--- src/common/stack_cpu_defines.svh ---
`ifndef STACK_CPU_DEFINES_SVH
`define STACK_CPU_DEFINES_SVH

// datapath widths
`define DATA_W 8
`define PC_W 10
`define INSN_W 16

// operand stack entries
`define STACK_DEPTH 8

// fetching this word freezes the pc
`define HALT_INSN 16'hFFFF

// memory map
`define ADDR_UART_DATA 8'h01
`define ADDR_TX_BUSY 8'h02
`define ADDR_RX_EMPTY 8'h03
`define RAM_BASE 8'h20

// clocks per uart bit
`define UART_BIT_CLKS 8

`endif

--- src/common/stack_cpu_pkg.sv ---
`include "stack_cpu_defines.svh"

package stack_cpu_pkg;

  // alu function codes carried in the low instruction byte
  typedef enum logic [`DATA_W-1:0] {
    // pass stack 0
    alu_top  = 8'h00,
    // pass stack 1
    alu_next = 8'h01,
    alu_add  = 8'h02,
    // stack 0 minus stack 1
    alu_sub  = 8'h03,
    // low byte of the product
    alu_mul  = 8'h04,
    // unsigned compare, result 0 or 1
    alu_lt   = 8'h08
  } alu_fn_e;

  // source of the new top of stack
  typedef enum logic [1:0] {
    load_keep = 2'd0,
    load_next = 2'd1,
    load_alu  = 2'd2,
    load_mem  = 2'd3
  } load_sel_e;

  // low byte is an immediate when imm is set, else an alu function
  typedef union packed {
    logic [`DATA_W-1:0] imm8;
    alu_fn_e            fn;
  } operand_u;

  // 16-bit instruction word, msb first
  typedef struct packed {
    logic      imm;
    logic      jz;
    load_sel_e load;
    logic      rd;
    logic      wr;
    logic      pop;
    logic      push;
    operand_u  operand;
  } insn_t;

endpackage

--- src/common/data_bus_if.sv ---
`include "stack_cpu_defines.svh"

// cpu data bus with plain one-cycle strobes
interface data_bus_if;

  // address straight from the alu
  logic [`DATA_W-1:0] addr;
  // strobes high during phase 2 only
  logic               rd;
  logic               wr;
  logic [`DATA_W-1:0] wr_data;
  // registered copy of the addressed location
  logic [`DATA_W-1:0] rd_data;

  modport cpu (
    output addr, rd, wr, wr_data,
    input  rd_data
  );

  modport mem (
    input  addr, rd, wr, wr_data,
    output rd_data
  );

endinterface

--- src/io_map.sv ---
`include "stack_cpu_defines.svh"

module io_map (
  input  logic               clk,
  input  logic               rst,
  data_bus_if.mem            bus,
  output logic               tx_start,
  output logic [`DATA_W-1:0] tx_data,
  input  logic               tx_busy,
  input  logic [`DATA_W-1:0] rx_data,
  input  logic               rx_valid,
  output logic               rx_clear
);

  // general ram covers the top of the byte space
  logic [`DATA_W-1:0] ram [`RAM_BASE:(1 << `DATA_W) - 1];
  logic               is_ram;
  logic               is_uart;
  logic               is_tx_busy;
  logic               is_rx_empty;
  logic [`DATA_W-1:0] rd_next;

  // address decode
  // 00h and the unused reserved words fall through to zero
  assign is_ram      = (bus.addr >= `RAM_BASE);
  assign is_uart     = (bus.addr == `ADDR_UART_DATA);
  assign is_tx_busy  = (bus.addr == `ADDR_TX_BUSY);
  assign is_rx_empty = (bus.addr == `ADDR_RX_EMPTY);

  // uart side effects
  // writes while the transmitter is busy are dropped
  assign tx_start = bus.wr && is_uart && !tx_busy;
  assign tx_data  = bus.wr_data;
  // reading the data port consumes the byte
  assign rx_clear = bus.rd && is_uart;

  // read mux
  always_comb begin
    rd_next = '0;
    if (is_ram) begin
      rd_next = ram[bus.addr];
    end else if (is_uart) begin
      rd_next = rx_data;
    end else if (is_tx_busy) begin
      rd_next = {{(`DATA_W-1){1'b0}}, tx_busy};
    end else if (is_rx_empty) begin
      rd_next = {{(`DATA_W-1){1'b0}}, !rx_valid};
    end
  end

  // read data follows the address one cycle later
  always_ff @(posedge clk or posedge rst) begin
    if (rst) begin
      bus.rd_data <= '0;
    end else begin
      bus.rd_data <= rd_next;
    end
  end

  // ram write port
  always_ff @(posedge clk) begin
    if (bus.wr && is_ram) begin
      ram[bus.addr] <= bus.wr_data;
    end
  end

endmodule

--- src/stack_cpu.sv ---
`include "stack_cpu_defines.svh"

module stack_cpu (
  input  logic                 clk,
  input  logic                 rst,
  input  stack_cpu_pkg::insn_t insn,
  output logic [`PC_W-1:0]     pc,
  data_bus_if.cpu              bus
);

  // four phases per instruction
  // 0 execute, 1 address, 2 bus access, 3 stack writeback
  logic [1:0]         phase;
  logic [`DATA_W-1:0] stack [`STACK_DEPTH];
  logic [`DATA_W-1:0] alu_out;
  logic [`DATA_W-1:0] new_top;
  logic               halt;

  assign halt = (insn == `HALT_INSN);

  // alu
  always_comb begin
    if (insn.imm) begin
      // immediate passes straight through
      alu_out = insn.operand.imm8;
    end else begin
      case (insn.operand.fn)
        stack_cpu_pkg::alu_top:  alu_out = stack[0];
        stack_cpu_pkg::alu_next: alu_out = stack[1];
        stack_cpu_pkg::alu_add:  alu_out = stack[0] + stack[1];
        stack_cpu_pkg::alu_sub:  alu_out = stack[0] - stack[1];
        // truncated to the low byte
        stack_cpu_pkg::alu_mul:  alu_out = stack[0] * stack[1];
        stack_cpu_pkg::alu_lt:   alu_out = {{(`DATA_W-1){1'b0}}, stack[0] < stack[1]};
        default:                 alu_out = '0;
      endcase
    end
  end

  // alu result doubles as the bus address
  assign bus.addr = alu_out;

  // new top of stack
  always_comb begin
    case (insn.load)
      stack_cpu_pkg::load_keep: new_top = stack[0];
      stack_cpu_pkg::load_next: new_top = stack[1];
      stack_cpu_pkg::load_alu:  new_top = alu_out;
      default:                  new_top = bus.rd_data;
    endcase
  end

  // phase counter wraps every four cycles
  always_ff @(posedge clk or posedge rst) begin
    if (rst) begin
      phase <= 2'd0;
    end else begin
      phase <= phase + 2'd1;
    end
  end

  // operand stack, written at the end of phase 3
  always_ff @(posedge clk or posedge rst) begin
    if (rst) begin
      for (int i = 0; i < `STACK_DEPTH; i++) begin
        stack[i] <= '0;
      end
    end else if (phase == 2'd3) begin
      stack[0] <= new_top;
      if (insn.push && !insn.pop) begin
        // push shifts toward the deepest entry
        for (int i = 1; i < `STACK_DEPTH; i++) begin
          stack[i] <= stack[i-1];
        end
      end else if (insn.pop && !insn.push) begin
        // pop shifts up and leaves the deepest entry alone
        for (int i = 1; i < `STACK_DEPTH - 1; i++) begin
          stack[i] <= stack[i+1];
        end
      end
    end
  end

  // bus strobes
  // raised at the end of phase 1 so they cover phase 2 only
  always_ff @(posedge clk or posedge rst) begin
    if (rst) begin
      bus.wr <= 1'b0;
      bus.rd <= 1'b0;
    end else begin
      bus.wr <= (phase == 2'd1) && insn.wr;
      bus.rd <= (phase == 2'd1) && insn.rd;
    end
  end

  // store data latched alongside the strobes
  // immediate stores take stack 0, indirect stores take stack 1
  always_ff @(posedge clk) begin
    if (phase == 2'd1) begin
      bus.wr_data <= insn.imm ? stack[0] : stack[1];
    end
  end

  // pc, updated at the end of phase 2
  // jump test sees the stack from before this instruction
  always_ff @(posedge clk or posedge rst) begin
    if (rst) begin
      pc <= '0;
    end else if (phase == 2'd2 && !halt) begin
      if (insn.jz && stack[0] == '0) begin
        pc <= {{(`PC_W-`DATA_W){1'b0}}, insn.operand.imm8};
      end else begin
        pc <= pc + `PC_W'(1);
      end
    end
  end

endmodule

--- src/stack_soc_top.sv ---
`include "stack_cpu_defines.svh"

module stack_soc_top (
  input  logic               clk,
  input  logic               rst,
  input  logic [`INSN_W-1:0] insn,
  input  logic               uart_rxd,
  output logic [`PC_W-1:0]   pc,
  output logic               uart_txd
);

  // uart links between io_map and the serial blocks
  logic               tx_start;
  logic [`DATA_W-1:0] tx_data;
  logic               tx_busy;
  logic [`DATA_W-1:0] rx_data;
  logic               rx_valid;
  logic               rx_clear;

  data_bus_if bus ();

  // instruction word comes from the external rom
  stack_cpu u_cpu (
    .clk  (clk),
    .rst  (rst),
    .insn (stack_cpu_pkg::insn_t'(insn)),
    .pc   (pc),
    .bus  (bus.cpu)
  );

  io_map u_io_map (
    .clk      (clk),
    .rst      (rst),
    .bus      (bus.mem),
    .tx_start (tx_start),
    .tx_data  (tx_data),
    .tx_busy  (tx_busy),
    .rx_data  (rx_data),
    .rx_valid (rx_valid),
    .rx_clear (rx_clear)
  );

  uart_tx u_uart_tx (
    .clk   (clk),
    .rst   (rst),
    .start (tx_start),
    .data  (tx_data),
    .busy  (tx_busy),
    .txd   (uart_txd)
  );

  uart_rx u_uart_rx (
    .clk   (clk),
    .rst   (rst),
    .rxd   (uart_rxd),
    .clear (rx_clear),
    .data  (rx_data),
    .valid (rx_valid)
  );

endmodule

--- src/uart/uart_rx.sv ---
`include "stack_cpu_defines.svh"

module uart_rx (
  input  logic               clk,
  input  logic               rst,
  input  logic               rxd,
  input  logic               clear,
  output logic [`DATA_W-1:0] data,
  output logic               valid
);

  localparam int CNT_W = $clog2(`UART_BIT_CLKS);
  localparam logic [CNT_W-1:0] LAST_CLK = CNT_W'(`UART_BIT_CLKS - 1);
  localparam logic [CNT_W-1:0] MID_CLK  = CNT_W'(`UART_BIT_CLKS / 2 - 1);

  // two-flop synchronizer plus one more for edge detect
  logic               rxd_meta;
  logic               rxd_sync;
  logic               rxd_prev;
  logic               active;
  logic [CNT_W-1:0]   clk_cnt;
  logic [3:0]         bit_cnt;
  logic [`DATA_W-1:0] shift;
  logic               sample;

  // mid-bit strobe while a frame is in progress
  assign sample = active && (clk_cnt == MID_CLK);

  always_ff @(posedge clk or posedge rst) begin
    if (rst) begin
      rxd_meta <= 1'b1;
      rxd_sync <= 1'b1;
      rxd_prev <= 1'b1;
    end else begin
      rxd_meta <= rxd;
      rxd_sync <= rxd_meta;
      rxd_prev <= rxd_sync;
    end
  end

  // frame timing
  always_ff @(posedge clk or posedge rst) begin
    if (rst) begin
      active  <= 1'b0;
      clk_cnt <= '0;
      bit_cnt <= '0;
      valid   <= 1'b0;
    end else begin
      if (clear) begin
        valid <= 1'b0;
      end
      if (!active) begin
        // falling edge opens a frame
        if (rxd_prev && !rxd_sync) begin
          active  <= 1'b1;
          clk_cnt <= '0;
          bit_cnt <= '0;
        end
      end else begin
        clk_cnt <= (clk_cnt == LAST_CLK) ? '0 : clk_cnt + CNT_W'(1);
        if (sample) begin
          if (bit_cnt == 4'd0 && rxd_sync) begin
            // start bit gone high again, treat as a glitch
            active <= 1'b0;
          end else if (bit_cnt == 4'd9) begin
            active <= 1'b0;
            // good stop bit sets valid, even over an unread byte
            if (rxd_sync) begin
              valid <= 1'b1;
            end
          end else begin
            bit_cnt <= bit_cnt + 4'd1;
          end
        end
      end
    end
  end

  // data path
  always_ff @(posedge clk) begin
    if (sample && bit_cnt >= 4'd1 && bit_cnt <= 4'd8) begin
      // lsb arrives first
      shift <= {rxd_sync, shift[`DATA_W-1:1]};
    end
    if (sample && bit_cnt == 4'd9 && rxd_sync) begin
      data <= shift;
    end
  end

endmodule

--- src/uart/uart_tx.sv ---
`include "stack_cpu_defines.svh"

module uart_tx (
  input  logic               clk,
  input  logic               rst,
  input  logic               start,
  input  logic [`DATA_W-1:0] data,
  output logic               busy,
  output logic               txd
);

  localparam int CNT_W = $clog2(`UART_BIT_CLKS);
  localparam logic [CNT_W-1:0] LAST_CLK = CNT_W'(`UART_BIT_CLKS - 1);

  // clocks within the current bit
  logic [CNT_W-1:0] clk_cnt;
  // bit index within the frame, 0 start through 9 stop
  logic [3:0]       bit_cnt;
  // frame shifts out lsb first
  logic [9:0]       shift;

  // idle shift register holds all ones so the line rests high
  assign txd = shift[0];

  always_ff @(posedge clk or posedge rst) begin
    if (rst) begin
      busy    <= 1'b0;
      clk_cnt <= '0;
      bit_cnt <= '0;
      shift   <= '1;
    end else if (!busy) begin
      if (start) begin
        // stop bit, data, start bit
        shift   <= {1'b1, data, 1'b0};
        busy    <= 1'b1;
        clk_cnt <= '0;
        bit_cnt <= '0;
      end
    end else if (clk_cnt == LAST_CLK) begin
      clk_cnt <= '0;
      // refill with ones behind the frame
      shift   <= {1'b1, shift[9:1]};
      if (bit_cnt == 4'd9) begin
        // stop bit done
        busy <= 1'b0;
      end else begin
        bit_cnt <= bit_cnt + 4'd1;
      end
    end else begin
      clk_cnt <= clk_cnt + CNT_W'(1);
    end
  end

endmodule

--- config.mk ---
export PLATFORM = sky130hd
export DESIGN_NAME = stack_soc_top
export DESIGN_NICKNAME = d
export VERILOG_FILES = /design/src/common/stack_cpu_pkg.sv /design/src/common/data_bus_if.sv /design/src/io_map.sv /design/src/stack_cpu.sv /design/src/stack_soc_top.sv /design/src/uart/uart_rx.sv /design/src/uart/uart_tx.sv
export VERILOG_INCLUDE_DIRS = /design/src /design/src/common
export SDC_FILE = /design/constraint.sdc
export NUM_CORES = 2
export LEC_CHECK = 0
export BUFFER_PORTS_ARGS = -buffer_cell sky130_fd_sc_hd__buf_2
export CAP_MARGIN = 20
export CORE_MARGIN = 3
export CORE_UTILIZATION = 57
export CTS_CLUSTER_DIAMETER = 100
export CTS_CLUSTER_SIZE = 40
export DETAILED_ROUTE_END_ITERATION = 12
export HOLD_SLACK_MARGIN = 0.03
export PLACE_DENSITY = 0.76
export SYNTH_ARGS = -nofsm -noshare
export SYNTH_HDL_FRONTEND = slang
export SYNTH_SLANG_ARGS = --single-unit
export TNS_END_PERCENT = 100
--- constraint.sdc ---
create_clock -name clk -period 5.9 [get_ports clk]
set_input_delay 0.295 -clock clk [delete_from_list [all_inputs] [get_ports clk]]
set_output_delay 0.295 -clock clk [all_outputs]
set_load 0.01 [all_outputs]
==> results.ini <==
[outcome]
status = finished clean

[yosys]
synth_top_family_by_area = simple AND/OR/NAND/NOR gates
synth_flop_cell = edfxtp_1
synthTopCellsByArea = edfxtp_1, nand2_1, nand3_1
ys_seq_area_share_pct = 71.4
yosys.area_share.simple_pct = 15.6
async_flop_share_pct = 5.96
synth_compound_area_share_pct = 7.58
synthCells = 6415
synth_xor_area_share_pct = 0.269
synth-edff-count = 1816
synthMuxAreaShare_pct = 1.21
synth_area_per_cell_um2 = 12.5
yosys.area.top_type = edfxtp_1
yosysWarnings = 0
ys_ff_latch = 1931
synthAdderAreaFrac_pct = 1.14
synth_area_um2 = 80500
synth_nets = 6499
yosys.area.top_type_share_pct = 67.8
synth_cell_types = 94

[place]
numPortBuffers = 29
post-dp-hpwl_mm = 150
pre_cts_slack_ns = -0.376
gp_congestion = 0.975
placed_area_um2 = 84900

[finish]
fillers = 10300
fin_area_um2 = 87800
register_area_um2 = 57400
finalNetCount = 6534
multi_input_area_um2 = 21700
layout-drive-gt1-share_pct = 12.1
area_delta_synth_final_pct = 9.09
final_cell_mix = edfxtp_1, nand2_1, nand3_1
final_common_cell = edfxtp_1

[worst_setup_path]
required_ns = 6.39
cp-startpoint = u_cpu.stack[59]
cp_data_arrival_time_ns = 6.30
start_kind = flop
r2r_start = u_cpu.stack[59]
worstPathMaxFanout = 8
cp-end-kind = flop
crit_type = reg2reg

[floorplanning]
die_h_um = 382
core_area_um2 = 140000
rows = 137
io_pins = 30
dieWidth_um = 382
die-area_um2 = 146000
initial_core_util_pct = 57.5

[routing]
wl_per_cell_um = 28.7
dr.pass1.iters = 6
drc = 0
vias = 55400
vias_per_cell = 6.62
routed_wl_mm = 240
drt_iter0_markers = 8694
postRouteAntennaNets = 0

[clocking]
numCtsBuffers = 56
clk_pin_slew_worst_paths_ns = 0.15
clock_sinks = 1931
root_buffer = clkbuf_16
cts_tree = built
cts_htree_levels = 2
clock_path_buffers = 3
clkLatencyLatePin_ns = 0.77

[sta]
finalCritPeriodShare_pct = 98.4
report.final.slew_viol_count = 0
worst_slew_margin_rel_pct = 4.48
fin_worst_hold_slack_ns = 0.136
fmax_ghz = 0.172
layout_setup_ws_ns = 0.0950
fin_tns_setup_ns = 0
hold_violations = 0
fin_skew_ns = 0.0337
setup_viol = 0
min_period_ns = 5.80
worst_slew_pin_slew_ns = 1.43

[power]
powerDensity_nw_per_um2 = 264
power.total_mw = 23.1
vdd_ir_drop_max_uv = 254
p_leak_nw = 29.9

[global_routing]
grt_pass1_wl_mm = 349
overflow = 0
use_met3_pct = 8.06
grt_most_used_layer = met2
grt_pass1_vias = 51600
grt_max_degree = 226
use_met1_pct = 44.3
grt_util_all_layers_pct = 32.2
met2_usage_pct = 47.6
antenna_found_initial = 15

[hold_path]
hp-class = in2reg
min_from = insn[15]

[job]
max_cap_violations = 0

## where the power goes
part	internal [mW]	switching (mW)	total, mW
sequential	14.9	0.159	15.1
combinational	0.704	1.39	2.09
clock	2.06	3.93	5.99
## routing by layer
metal | part of all wire [%] | vias up
li1 | - | 23600
met5 | 0.030 | -
met1 | 36 | 27200
met2 | 44 | 3873
met3 | 13 | 696
met4 | 6.3 | 10
## registers in the layout (all words and copies together) (netlist names), 2 cells and up
register	cells
u_io_map.bus.rd_data	8
u_io_map.ram	1792
u_uart_rx.clk_cnt	3
u_uart_tx.shift	9
u_cpu.stack	64
u_cpu.pc	10
u_cpu.phase	2
u_uart_rx.data	8
u_uart_rx.shift	8
u_uart_rx.bit_cnt	4
u_uart_tx.clk_cnt	3
u_cpu.bus.wr_data	8
u_uart_tx.bit_cnt	4
## kinds of logic after synthesis
| family | after synthesis |
|---|---|
| AOI/OAI and AO/OA | 887 |
| DFF | 1931 |
| adders and majority gates | 65 |
| buffers and inverters | 507 |
| and+or+nand+nor | 2910 |
| muxes | 95 |
| xor gates and xnor gates | 20 |
## final timing paths
| check | end | slack [ns] | depth (start not counted) |
|---|---|---|---|
| max | u_io_map.ram[90][1] | 0.1 | 21 |
| min | u_cpu.bus.wr_data[7] | 0.14 | 2 |
| max reg2reg | u_io_map.ram[90][1] | 0.1 | 21 |
| min reg2reg | u_uart_rx.rxd_sync | 0.37 | 0 |
| max in group asynchronous | u_io_map.bus.rd_data[3] | 4.36 | 4 |
| min in group asynchronous | u_cpu.pc[5] | 0.23 | 3 |
## per-stage QoR
stage | util, % | instances
2_1_floorplan | - | 6415
3_3_place_gp | 60.7 | 8245
3_5_place_dp | 60.7 | 8247
4_1_cts | 62.3 | 8343
5_1_grt | 62.7 | 8353
6_report | 62.7 | 8364
## Yosys cell counts (8+ instances only)
master     number
a2111oi_0       9
a211o_1         8
a211oi_1       92
a21o_1         10
a21oi_1       132
a221o_1         8
a221oi_1       11
a22oi_1        26
a311oi_1      162
a31oi_1       149
a32oi_1         8
and2_1         17
and3_1        213
buf_1          82
buf_2         235
buf_4           9
clkbuf_1      124
dfrtp_1       103
dfstp_2        12
edfxtp_1     1816
fa_1           14
ha_1           51
inv_1          55
mux2_2         16
mux2i_1        77
nand2_1      1735
nand2b_1       10
nand3_1       528
nand4_1        28
nor2_1        281
nor2b_1        10
nor3_1         28
nor4_1         19
o211ai_1        8
o21ai_0       133
o21ai_1        16
o22ai_1        34
o31ai_1        10
o32ai_1         9
xnor2_1        13
## final cells by class
| cell class | instances | share of cell area, % |
|---|---|---|
| Sequential cell | 1931 | 65.4 |
| Multi-Input combinational cell | 3977 | 24.7 |
| Timing Repair Buffer | 429 | 4.94 |
| Tap cell | 1876 | 2.67 |
| Clock buffer | 73 | 1.74 |
| Clock inverter | 12 | 0.275 |
| Inverter | 55 | 0.238 |
| Antenna cell | 11 | 0.0314 |
## what timing repair did
action	4_1_cts	5_1_grt
pin swaps	1	12
buffers inserted	0	9
resized for setup	129	135
hold endpoints to repair	64	0
setup endpoints to repair	1247	1755
gates cloned	0	1
hold buffers	11	0
## critical path, cell delays in order, from the launching register on
cell	delay, ns
dfrtp_1	0.41
nand2_1	0.10
fa_1	0.45
fa_1	0.50
inv_1	0.06
fa_1	0.54
inv_1	0.05
fa_1	0.37
xor2_1	0.19
xnor3_1	0.24
xnor3_1	0.21
xnor3_1	0.37
a21oi_2	0.25
nand4b_1	0.23
buf_4	0.21
a2111oi_4	0.33
buf_6	0.20
nor3_1	0.06
buf_4	0.17
nand2_1	0.16
buf_6	0.23
nor2_1	0.20
Note: power is estimated with default switching activity, not from simulation.
